`config.mk`:
```
export PLATFORM = sky130hd
export DESIGN_NAME = fetchUnit
export DESIGN_NICKNAME = d
export VERILOG_FILES = /design/src/fetchPkg.sv /design/src/branchPkg.sv /design/src/indexedStore.sv /design/src/redirectSelect.sv /design/src/branchTargetBuffer.sv /design/src/fetchSequencer.sv /design/src/fetchUnit.sv
export VERILOG_INCLUDE_DIRS = /design/src
export SDC_FILE = /design/constraint.sdc
export NUM_CORES = 1
export LEC_CHECK = 0
export BUFFER_PORTS_ARGS = -buffer_cell sky130_fd_sc_hd__buf_2
export CAP_MARGIN = 30
export CORE_UTILIZATION = 45
export CTS_BUF_LIST = sky130_fd_sc_hd__clkbuf_16
export DETAILED_ROUTE_END_ITERATION = 6
export PLACE_DENSITY = 0.73
export SYNTH_ARGS = -nofsm -noshare
export SYNTH_HDL_FRONTEND = slang
export SYNTH_SLANG_ARGS = --single-unit
```
`constraint.sdc`:
```
create_clock -name clk -period 8.5 [get_ports clk]
set_input_delay 1.7 -clock clk [delete_from_list [all_inputs] [get_ports clk]]
set_output_delay 1.7 -clock clk [all_outputs]
set_load 0.02 [all_outputs]
```
`src/fetch_settings.svh`:
```
`ifndef FETCH_SETTINGS_SVH
`define FETCH_SETTINGS_SVH

// eight halfwords per fetch block
`define FETCH_BLOCK_BYTES 16

// PC file holds 2**FETCH_ID_BITS blocks
`define FETCH_ID_BITS 4

// direct-mapped BTB size
`define BTB_ENTRIES 8

// execute-stage branch sources
`define NUM_BRANCH_PROVS 2

`define PCF_READ_PORTS 2

// ROB sequence number width
`define SQN_BITS 6

`endif

```
`src/fetchPkg.sv`:
```
`default_nettype none

`include "fetch_settings.svh"

package fetchPkg;

    localparam int blockHalfwords = `FETCH_BLOCK_BYTES / 2;
    localparam int pcfDepth = 2 ** `FETCH_ID_BITS;

    typedef logic [`FETCH_ID_BITS-1:0] fetchId_t;

    // PC bits 31..4
    typedef logic [27:0] blockAddr_t;

    // halfword index inside a block
    typedef logic [2:0] slot_t;

    // slot value meaning no predicted branch
    localparam slot_t noPredSlot = 3'd7;

    typedef enum logic [1:0] {
        IF_FAULT_NONE = 2'd0
    } fetchFault_t;

    // per-block record read back by later stages
    typedef struct packed {
        logic [31:0] pc;
        slot_t predSlot;
        logic predTaken;
    } pcFileEntry_t;

    typedef struct packed {
        logic valid;
        blockAddr_t blockAddr;
        fetchId_t fetchId;
        fetchFault_t fault;
        logic predTaken;
        slot_t predSlot;
        slot_t firstValid;
        slot_t lastValid;
        logic [31:0] predTarget;
        logic [blockHalfwords-1:0][15:0] instrs;
    } fetchBlock_t;

endpackage

`default_nettype wire

```
`src/branchPkg.sv`:
```
`default_nettype none

`include "fetch_settings.svh"

package branchPkg;

    localparam int btbIdxBits = $clog2(`BTB_ENTRIES);

    typedef logic [`SQN_BITS-1:0] sqN_t;

    // PC bits above the index
    typedef logic [27-btbIdxBits:0] btbTag_t;

    // resolved branch from one execute unit
    typedef struct packed {
        logic taken;
        logic [31:0] dstPc;
        fetchPkg::fetchId_t fetchId;
        sqN_t sqN;
    } branchProv_t;

    typedef struct packed {
        logic taken;
        logic [31:0] dstPc;
        fetchPkg::fetchId_t fetchId;
    } decodeBranch_t;

    typedef struct packed {
        logic valid;
        logic [31:0] srcPc;
        logic [31:0] dstPc;
    } btbUpdate_t;

    typedef struct packed {
        logic valid;
        btbTag_t tag;
        fetchPkg::slot_t srcSlot;
        logic [31:0] target;
    } btbEntry_t;

endpackage

`default_nettype wire

```
`src/indexedStore.sv`:
```
`default_nettype none

module indexedStore #(
    parameter type entryT = logic,
    parameter int depth = 16,
    parameter int readPorts = 1
) (
    input logic clk,
    input logic rst,
    input logic wen,
    input logic [$clog2(depth)-1:0] waddr,
    input entryT wdata,
    input logic [$clog2(depth)-1:0] raddr [readPorts],
    output entryT rdata [readPorts]
);

    entryT entries [depth];
    logic [depth-1:0] entryValid;

    // only the valid bits see reset
    always_ff @(posedge clk) begin
        if (rst) begin
            entryValid <= '0;
        end else if (wen) begin
            entryValid[waddr] <= 1'b1;
        end
    end

    always_ff @(posedge clk) begin
        if (wen) begin
            entries[waddr] <= wdata;
        end
    end

    // unwritten entries read as zero
    always_comb begin
        for (int p = 0; p < readPorts; p++) begin
            if (entryValid[raddr[p]]) begin
                rdata[p] = entries[raddr[p]];
            end else begin
                rdata[p] = entryT'('0);
            end
        end
    end

endmodule

`default_nettype wire

```
`src/redirectSelect.sv`:
```
`default_nettype none

`include "fetch_settings.svh"

module redirectSelect (
    input logic clk,
    input logic rst,
    input branchPkg::branchProv_t branches [`NUM_BRANCH_PROVS],
    input branchPkg::sqN_t robCurSqN,
    input logic mispredFlush,
    output branchPkg::branchProv_t outBranch,
    output logic misprCount
);

    import branchPkg::*;

    branchProv_t oldest;
    logic oldestValid;

    // age is distance from the ROB head, so wraparound is harmless
    always_comb begin
        sqN_t age;
        sqN_t bestAge;
        oldest = branches[0];
        oldestValid = 1'b0;
        bestAge = '1;
        for (int i = 0; i < `NUM_BRANCH_PROVS; i++) begin
            age = branches[i].sqN - robCurSqN;
            if (branches[i].taken && (!oldestValid || age < bestAge)) begin
                oldest = branches[i];
                oldestValid = 1'b1;
                bestAge = age;
            end
        end
    end

    always_ff @(posedge clk) begin
        if (rst) begin
            outBranch.taken <= 1'b0;
            misprCount <= 1'b0;
        end else begin
            outBranch <= oldest;
            // flush suppresses any redirect
            outBranch.taken <= oldestValid && !mispredFlush;
            misprCount <= oldestValid && !mispredFlush;
        end
    end

endmodule

`default_nettype wire

```
`src/branchTargetBuffer.sv`:
```
`default_nettype none

`include "fetch_settings.svh"

module branchTargetBuffer (
    input logic clk,
    input logic rst,
    input logic [31:0] lookupPc,
    output logic hit,
    output fetchPkg::slot_t srcSlot,
    output logic [31:0] target,
    input branchPkg::btbUpdate_t update
);

    import fetchPkg::*;
    import branchPkg::*;

    logic [btbIdxBits-1:0] readIdx [1];
    btbEntry_t readEntry [1];

    logic [btbIdxBits-1:0] writeIdx;
    btbEntry_t writeEntry;

    btbTag_t lookupTag;
    slot_t lookupSlot;
    btbEntry_t entry;

    // index from bits just above the block offset
    assign readIdx[0] = lookupPc[4 +: btbIdxBits];
    assign lookupTag = lookupPc[31:4+btbIdxBits];
    assign lookupSlot = lookupPc[3:1];

    assign writeIdx = update.srcPc[4 +: btbIdxBits];

    always_comb begin
        writeEntry.valid = 1'b1;
        writeEntry.tag = update.srcPc[31:4+btbIdxBits];
        writeEntry.srcSlot = update.srcPc[3:1];
        writeEntry.target = update.dstPc;
    end

    indexedStore #(
        .entryT(btbEntry_t),
        .depth(`BTB_ENTRIES),
        .readPorts(1)
    ) btbStore (
        .clk(clk),
        .rst(rst),
        .wen(update.valid),
        .waddr(writeIdx),
        .wdata(writeEntry),
        .raddr(readIdx),
        .rdata(readEntry)
    );

    assign entry = readEntry[0];

    // a branch before the fetch entry point in the block does not count
    assign hit = entry.valid && (entry.tag == lookupTag) && (entry.srcSlot >= lookupSlot);
    assign srcSlot = entry.srcSlot;
    assign target = entry.target;

endmodule

`default_nettype wire

```
`src/fetchSequencer.sv`:
```
`default_nettype none

`include "fetch_settings.svh"

module fetchSequencer (
    input logic clk,
    input logic rst,
    input logic en,
    input fetchPkg::fetchId_t robCurFetchID,
    input branchPkg::branchProv_t selBranch,
    input branchPkg::decodeBranch_t decBranch,
    input logic btbHit,
    input fetchPkg::slot_t btbSlot,
    input logic [31:0] btbTarget,
    output logic [31:0] lookupPc,
    output logic instrReadEnable,
    output fetchPkg::blockAddr_t instrAddr,
    input logic [`FETCH_BLOCK_BYTES*8-1:0] instrRaw,
    output logic pcfWen,
    output fetchPkg::fetchId_t pcfWaddr,
    output fetchPkg::pcFileEntry_t pcfWdata,
    output fetchPkg::fetchBlock_t instrs,
    output logic stall
);

    import fetchPkg::*;

    logic [31:0] pc;
    fetchId_t fetchId;

    // block fetched last cycle that waits for its data
    logic fetchValid;
    logic [31:0] fetchPc;
    logic fetchPredTaken;
    slot_t fetchPredSlot;
    logic [31:0] fetchPredTarget;

    fetchBlock_t outBlock;

    logic [`FETCH_BLOCK_BYTES*8-1:0] rawBackup;
    logic [`FETCH_BLOCK_BYTES*8-1:0] rawData;
    logic useBackup;

    logic redirect;
    logic advance;
    logic [31:0] nextPc;

    assign redirect = selBranch.taken || decBranch.taken;
    assign stall = (fetchId == robCurFetchID);
    assign advance = en && !stall && !redirect;

    assign lookupPc = pc;
    assign nextPc = btbHit ? btbTarget : {pc[31:4] + 28'd1, 4'd0};

    // memory reads at the edge that registers the block
    assign instrReadEnable = fetchValid && advance;
    assign instrAddr = fetchPc[31:4];

    assign pcfWen = fetchValid && advance;
    assign pcfWaddr = fetchId;

    always_comb begin
        pcfWdata.pc = fetchPc;
        pcfWdata.predSlot = fetchPredSlot;
        pcfWdata.predTaken = fetchPredTaken;
    end

    // keep the raw block steady while fetch is disabled
    always_ff @(posedge clk) begin
        if (rst) begin
            useBackup <= 1'b0;
        end else if (!en) begin
            rawBackup <= rawData;
            useBackup <= 1'b1;
        end else begin
            useBackup <= 1'b0;
        end
    end

    assign rawData = useBackup ? rawBackup : instrRaw;

    always_comb begin
        instrs = outBlock;
        instrs.instrs = rawData;
    end

    always_ff @(posedge clk) begin
        if (rst) begin
            pc <= '0;
            fetchId <= '0;
            fetchValid <= 1'b0;
            outBlock.valid <= 1'b0;
        end else if (selBranch.taken) begin
            // execute redirect wins over decode
            pc <= selBranch.dstPc;
            fetchId <= selBranch.fetchId + 1'b1;
            fetchValid <= 1'b0;
            outBlock.valid <= 1'b0;
        end else if (decBranch.taken) begin
            pc <= decBranch.dstPc;
            fetchId <= decBranch.fetchId + 1'b1;
            fetchValid <= 1'b0;
            outBlock.valid <= 1'b0;
        end else if (en) begin
            if (stall) begin
                outBlock.valid <= 1'b0;
            end else begin
                if (fetchValid) begin
                    outBlock.valid <= 1'b1;
                    outBlock.blockAddr <= fetchPc[31:4];
                    outBlock.fetchId <= fetchId;
                    outBlock.fault <= IF_FAULT_NONE;
                    outBlock.predTaken <= fetchPredTaken;
                    outBlock.predSlot <= fetchPredSlot;
                    outBlock.firstValid <= fetchPc[3:1];
                    outBlock.lastValid <= fetchPredSlot;
                    outBlock.predTarget <= fetchPredTarget;
                    outBlock.instrs <= '0;
                    fetchId <= fetchId + 1'b1;
                end else begin
                    outBlock.valid <= 1'b0;
                end

                fetchValid <= 1'b1;
                fetchPc <= pc;
                fetchPredTaken <= btbHit;
                fetchPredSlot <= btbHit ? btbSlot : noPredSlot;
                fetchPredTarget <= btbHit ? btbTarget : 32'd0;
                pc <= nextPc;
            end
        end
    end

endmodule

`default_nettype wire

```
`src/fetchUnit.sv`:
```
`default_nettype none

`include "fetch_settings.svh"

module fetchUnit (
    input logic clk,
    input logic rst,
    input logic en,

    output logic instrReadEnable,
    output fetchPkg::blockAddr_t instrAddr,
    input logic [`FETCH_BLOCK_BYTES*8-1:0] instrRaw,

    input branchPkg::branchProv_t branches [`NUM_BRANCH_PROVS],
    input logic mispredFlush,
    input branchPkg::sqN_t robCurSqN,
    input fetchPkg::fetchId_t robCurFetchID,

    input branchPkg::decodeBranch_t decBranch,
    input branchPkg::btbUpdate_t btUpdate,

    input fetchPkg::fetchId_t pcReadAddr [`PCF_READ_PORTS],
    output fetchPkg::pcFileEntry_t pcReadData [`PCF_READ_PORTS],

    output fetchPkg::fetchBlock_t instrs,
    output branchPkg::branchProv_t outBranch,
    output logic misprCount,
    output logic stall
);

    import fetchPkg::*;

    logic [31:0] lookupPc;
    logic btbHit;
    slot_t btbSlot;
    logic [31:0] btbTarget;

    logic pcfWen;
    fetchId_t pcfWaddr;
    pcFileEntry_t pcfWdata;

    redirectSelect redirectSel (
        .clk(clk),
        .rst(rst),
        .branches(branches),
        .robCurSqN(robCurSqN),
        .mispredFlush(mispredFlush),
        .outBranch(outBranch),
        .misprCount(misprCount)
    );

    branchTargetBuffer btb (
        .clk(clk),
        .rst(rst),
        .lookupPc(lookupPc),
        .hit(btbHit),
        .srcSlot(btbSlot),
        .target(btbTarget),
        .update(btUpdate)
    );

    fetchSequencer sequencer (
        .clk(clk),
        .rst(rst),
        .en(en),
        .robCurFetchID(robCurFetchID),
        .selBranch(outBranch),
        .decBranch(decBranch),
        .btbHit(btbHit),
        .btbSlot(btbSlot),
        .btbTarget(btbTarget),
        .lookupPc(lookupPc),
        .instrReadEnable(instrReadEnable),
        .instrAddr(instrAddr),
        .instrRaw(instrRaw),
        .pcfWen(pcfWen),
        .pcfWaddr(pcfWaddr),
        .pcfWdata(pcfWdata),
        .instrs(instrs),
        .stall(stall)
    );

    // one entry per in-flight fetch ID
    indexedStore #(
        .entryT(pcFileEntry_t),
        .depth(pcfDepth),
        .readPorts(`PCF_READ_PORTS)
    ) pcFile (
        .clk(clk),
        .rst(rst),
        .wen(pcfWen),
        .waddr(pcfWaddr),
        .wdata(pcfWdata),
        .raddr(pcReadAddr),
        .rdata(pcReadData)
    );

endmodule

`default_nettype wire

```
---- Yosys cells after proc, flatten, opt, wreduce, memory -nomap -nowiden ----
Memories as Yosys holds them, arrays and structs flattened. A register that Yosys moved wholly into a read port is not among the register bits.
Cells that the tools add are included.
cells by class
  add/sub/neg operators ................... 6
  $lt $le $gt $ge ......................... 9
  eq/ne operators ......................... 3
  muxes and demuxes ....................... 37
  bitwise gates (word level) .............. 7
  reduce and logical (&&, ||, !) cells .... 24
operators by type and width
  cell                   number
  $mux 32                5
  $mux 128               1
  $mux 36                2
  $mux 61                1
  $mux 42                1
  $add 28x1->28 const B  1
  $eq 25x25->1           1
  $mux 4                 5
  $or 16x16->16          1
  $lt 4x5->1 const B     3
  $mux 1                 14
  $add 4x1->4 const B    3
  $sub 6x6->6            2
  $logic_and 1x1->1      9
  $bmux 1 s4             2
  $lt 3x4->1 const B     2
  $or 8x8->8             1
  $lt 6x6->1             1
  $mux 3                 2
  $mux 6                 1
  $reduce_and 2->1       3
  $reduce_and 6->1       1
  $reduce_bool 3->1      2
  $not 1->1              5
  other kinds (13)       17
word-level totals
  register bits after elaboration ......... 373
  bits in writable memories ............... 1056
  input bits .............................. 338
  output and inout bits ................... 351
  word-level logic and storage cells ...... 110
  memories ................................ 2
memories
  name                  depth  bits a word  read ports  clocked after memory_dff  write ports  line                RTL
  pcFile.entries        16     36           2           0                         1            indexedStore.sv:17  entryT entries [depth];
  btb.btbStore.entries  8      60           1           1                         1            indexedStore.sv:17

---- Logic depth before layout (Yosys ltp) ----
  word-level depth ........................ 13
  gate-level depth with buffers ........... 22
  gate-level depth less buffers ........... 15

---- Hierarchy ----
A second synthesis with hierarchy kept.
unflattened totals
  cells, all modules ...................... 3165
  area total of the unflattened synthesis .. 61396.4 sq um
modules (own cells, without submodules)
  module                       times used  cells each  area each (sq um)  seq. area each (sq um)
  indexedStore (pcFile)        1           1277        26640.6            17616.9
  indexedStore (btb.btbStore)  1           807         18820.6            14814.2
  fetchSequencer               1           870         13032.5            8798.4
  redirectSelect               1           166         2536.2             1281.2
  branchTargetBuffer           1           45          366.6              0.0

---- Least setup slack after synthesis ----
OpenSTA, ideal clock, no wires.
  path type ............................... in2reg
  start ................................... in rst
  end ..................................... reg sequencer.instrs[204] (netlist name)
  library setup time ...................... 81 ps
  arrival ................................. 7796 ps
  required time ........................... 8419 ps
  setup slack ............................. 622 ps
  stages .................................. 3
  buffers on the path ..................... 1
  cell sequence ........................... clkbuf_1 -> nor2_1 -> a31o_2
on the way
  word-level cells in the longest chain between the ends .. 1
RTL lines
  element                           line            RTL
  start: declaration                fetchUnit.sv:7  input logic rst,
  $reduce_or 3->1 (no source line)  --
Every way passes these cells.
A chain may end at the register's enable or synchronous reset.

==> results.md <==
| Item | Value |
|---|---|
| First-pass GRT wire length | 247.4 mm |
| Share of synthesized area spent on multiplexers | 22.29% |
| Final setup violation count | 0 |
| DRC violations left | 0 |
| Post-Syn Area | 61130 um^2 |
| Type of the setup path with the least slack | input port to output pin |
| Register Area | 42350 um^2 |
| Max-capacitance violation count | 0 |
| Violation count after the first detailed-route iteration | 4294 |
| Worst r2r path cells | 17 |
| Antenna Violating Nets Remaining | 0 |
| Core footprint | 134100 um^2 |
| Signed area change from the synthesized netlist to the final layout | 17.39% |
| Most Crowded Layer GR | met2 |
| CTS H-tree depth | 4 |
| Global-route congestion overflow total | 0 |
| Post-synth EDFFs | 1365 |
| Largest driver fanout on the critical path | 72 |
| Max stage delay cell, worst path | o21ai_4 |
| Worst hold-check path type | register to register |
| Share of the synthesized netlist area taken by xor and xnor gates | 0.5301% |
| Top post-synthesis cells by area | edfxtp_1 (67%), mux4_2 (18%), mux2_2 (3.3%) |
| Number of nets in the finished design | 4169 |
| Cell taking the most area after synthesis | edfxtp_1 |
| Share of the clock period used by the worst path after layout | 74.10% |
| Multi-input combinational cell area | 17860 um^2 |
| Via count of the first global-routing pass | 34700 |
| Aggregate global-route resource usage | 25.52% |
| Main combinational cell family by area after synthesis | multiplexers |
| Switching Power | 3.886 mW |
| Number of input and output port buffers inserted | 685 |
| Type of element capturing the critical path | output pin |
| Mean cell area of the mapped netlist | 19.66 um^2 |
| GRT met1 Usage | 34.39% |
| Share of power burned in combinational logic | 9.0% |
| Design Power | 16.21 mW |
| Ordered list of cells on the worst path | buf_8 > mux4_2 > mux2_2 > o21ai_4 > buf_4 > nor2b_1 > buf_2 |
| Clk sink count | 1432 |
| Buffers inserted by post-CTS timing repair | 0 |
| CP Launch Type | input port |
| Clk pwr share | 41.2% |
| Start of the worst register-to-register path | sequencer.lookupPc[4] |
| Post-DR vias/cell | 6.071 |
| Seq pwr share | 49.8% |
| Antenna violations before repair | 40 |
| Vertical die dimension | 370.6 um |
| Clock tree from TritonCTS | done |
| Number of vias after detailed routing | 34710 |
| Longest individual stage delay on the worst path | 640 ps |
| Final number of max-transition violations | 0 |
| Total iterations of the first detailed-routing run | 6 |
| Internal power consumption | 12.32 mW |
| Clock slew at the register clock pins of the worst setup and hold paths | 60 ps |
| Reg-to-reg setup timing slack | 2890 ps |
| Library cells used by synthesis | 69 |
| # rows | 134 |
| Standby leakage power | 24.23 nW |
| Count of boundary I/O pins | 689 |
| Least-Margin Pin Slew | 984.7 ps |
| Number of flip-flops and latches in the synthesized netlist | 1432 |
| Timing endpoint of the critical path | pcReadData[3] |
| Clock Tree Buf Depth | 3 |
| Max IR drop VDD | 189.8 uV |
| M3 GR Usage | 6.893% |
| Area fraction of the dominant cell type after synthesis | 67.05% |
| Worst setup startpoint | pcReadAddr[0] |
| Routability congestion estimate from global placement | 0.8564 |
| Post-synthesis sequential area ratio | 69.25% |
| Number of instances in the synthesized netlist | 3110 |
| Total power density per cell area | 225.9 nW/um^2 |
| Fillers | 10420 |
| Largest net degree at the start of global routing | 75 |
| Horiz. Die Dim | 370.6 um |
| Final routed wire length divided by cell count | 30.98 um |
| Switching share of power | 23.98% |
| Total count of hold-check failures in the final report | 0 |
| Clock Skew | 43.92 ps |
| Simple-gate share of the synthesized area | 3.373% |
| Latest clock arrival within the worst-skew pair | 800 ps |
| Die Outline Area | 137300 um^2 |
| Clock buffers created by TritonCTS | 152 |
| GR met2 Demand/Resource | 39.70% |
| Prevailing post-synth register cell | edfxtp_1 |
| Number of instances resized during post-cts repair | 0 |
| Fraction of layout instances using a drive strength above 1 | 43.09% |
| Endpoint required time on the critical path | 6800 ps |
| Unrepaired setup endpoints after global routing | no |
| Number of hold buffers added after CTS | 0 |
| Shortest clock period the worst path allows after layout | 6299 ps |
| Number of warnings reported in the yosys synthesis log | 0 |
| Post-Synth Adder-Cell Area | 0.4749% |
| Total negative slack | 0 ps |
| HPWL after detailed placement | 111.5 mm |
| Arrival time at the worst endpoint | 4600 ps |
| Run status | finished clean |
| Highest achievable clock rate | 0.1588 GHz |
| Slew margin rel. | 34.36% |
| Starting density of the core | 45.58% |
| Wirelength, routed | 177.1 mm |
| Share of flip-flops with an asynchronous set or reset | 0% |
| CTS Root Buffer Type | clkbuf_16 |
| Compound-cell area share of the yosys netlist | 2.182% |
[layout make-up]
| type | instances | share of cell area, % |
|---|---|---|
| timing repair buffer | 773 | 5.848 |
| tap | 1768 | 3.083 |
| antenna | 13 | 0.04533 |
| multi-input combinational | 1430 | 24.89 |
| clock inverter | 129 | 1.714 |
| clock buffer | 152 | 5.301 |
| inverter | 20 | 0.1098 |
| sequential | 1432 | 59.01 |
[worst min-delay path by stage]
stage                                             start               endpoint  slack (ps)  cells after the start
after floorplan            sequencer.fetchPredTarget[0]  sequencer.instrs[128]         400                      0
after global placement    sequencer.fetchPredTarget[10]  sequencer.instrs[138]         400                      0
after detailed placement  sequencer.fetchPredTarget[28]  sequencer.instrs[156]         400                      0
after CTS                 sequencer.fetchPredTarget[10]  sequencer.instrs[138]         420                      0
after global routing      sequencer.fetchPredTarget[10]  sequencer.instrs[138]         420                      0
final                     sequencer.fetchPredTarget[26]  sequencer.instrs[154]         420                      0
[flip-flops by register name, indices dropped and copies added, names as in the netlist, named ones only]
name / cells
sequencer.pcfWaddr: 4
sequencer.instrs: 72
btb.btbStore.entries: 480
redirectSel.outBranch: 43
pcFile.entries: 576
sequencer.fetchPredTaken: 1
sequencer.fetchValid: 1
sequencer.fetchPc: 32
pcFile.entryValid: 16
sequencer.rawBackup: 128
btb.btbStore.entryValid: 8
sequencer.fetchPredTarget: 32
sequencer.useBackup: 1
sequencer.fetchPredSlot: 3
sequencer.lookupPc: 32
[cell usage in the layout (no fill, tap or decap), types with 16 or more instances in the layout]
master | Yosys | final
nand2_1 | 43 | 42
a21oi_1 | 70 | 70
buf_4 | 42 | 85
dfxtp_1 | 67 | 62
mux2i_1 | 83 | 82
clkbuf_16 | 0 | 152
clkinv_1 | 1 | 28
bufinv_16 | 0 | 16
nor3_1 | 22 | 16
nor2_4 | 0 | 20
mux4_2 | 478 | 478
clkinv_2 | 1 | 21
nor2_1 | 171 | 151
nor2b_1 | 84 | 84
xor2_1 | 20 | 20
o21ai_0 | 33 | 33
edfxtp_1 | 1365 | 1365
inv_1 | 18 | 51
mux2_2 | 180 | 180
nand3_1 | 20 | 20
ha_1 | 20 | 20
nand2b_1 | 16 | 16
xnor2_1 | 17 | 17
buf_2 | 18 | 679
[cell families after synthesis]
kind of cell | Yosys count
mux | 741
flops | 1432
compound gates | 212
other cells | 1
fa+ha+maj | 22
xor+xnor | 37
simple gates | 416
buf+inv | 249
[through the flow]
step	hold WS, ps	setup slack, ps	cell area, um^2	utilization (%)	std cells
4_1_cts	416.1	2127	71700	53.45	5703
2_1_floorplan	400.3	622.2	61130	-	3111
3_3_place_gp	404.3	2150	66600	49.66	5419
3_5_place_dp	404.5	2120	66660	49.70	5422
6_report	416.1	2201	71760	53.50	5717
5_1_grt	419.9	2014	71730	53.48	5707
[power groups by stage]
stage	clock [mW]	combinational [mW]	sequential [mW]
2_1_floorplan	0	0.950	8.14
3_3_place_gp	0	1.44	8.21
3_5_place_dp	0	1.46	8.22
4_1_cts	6.76	1.47	8.07
5_1_grt	7.01	1.55	8.08
6_report	6.68	1.46	8.07
[synth_stat cells, drive strengths merged, types with 22 or more instances]
library cell,n
a21oi,70
mux2,180
nand2,43
dfxtp,67
o21ai,43
clkbuf,122
nor2,174
edfxtp,1365
nor3,22
buf,107
nor2b,84
mux2i,83
mux4,478
[critical path, delay by kind of cell]
family          cells  cell delay, ps
compound gates      1             640
buf+inv             3            1170
mux                 2             900
simple gates        1             100
[routing by layer]
metal,wire length (um),share of wire (%),vias to the layer above
li1,-,-,14260
met1,67500,38,17980
met2,84070,47,2045
met3,18820,11,393
met4,6456,3.6,40
met5,264,0.15,-
Power figures use the tool's default switching activity.
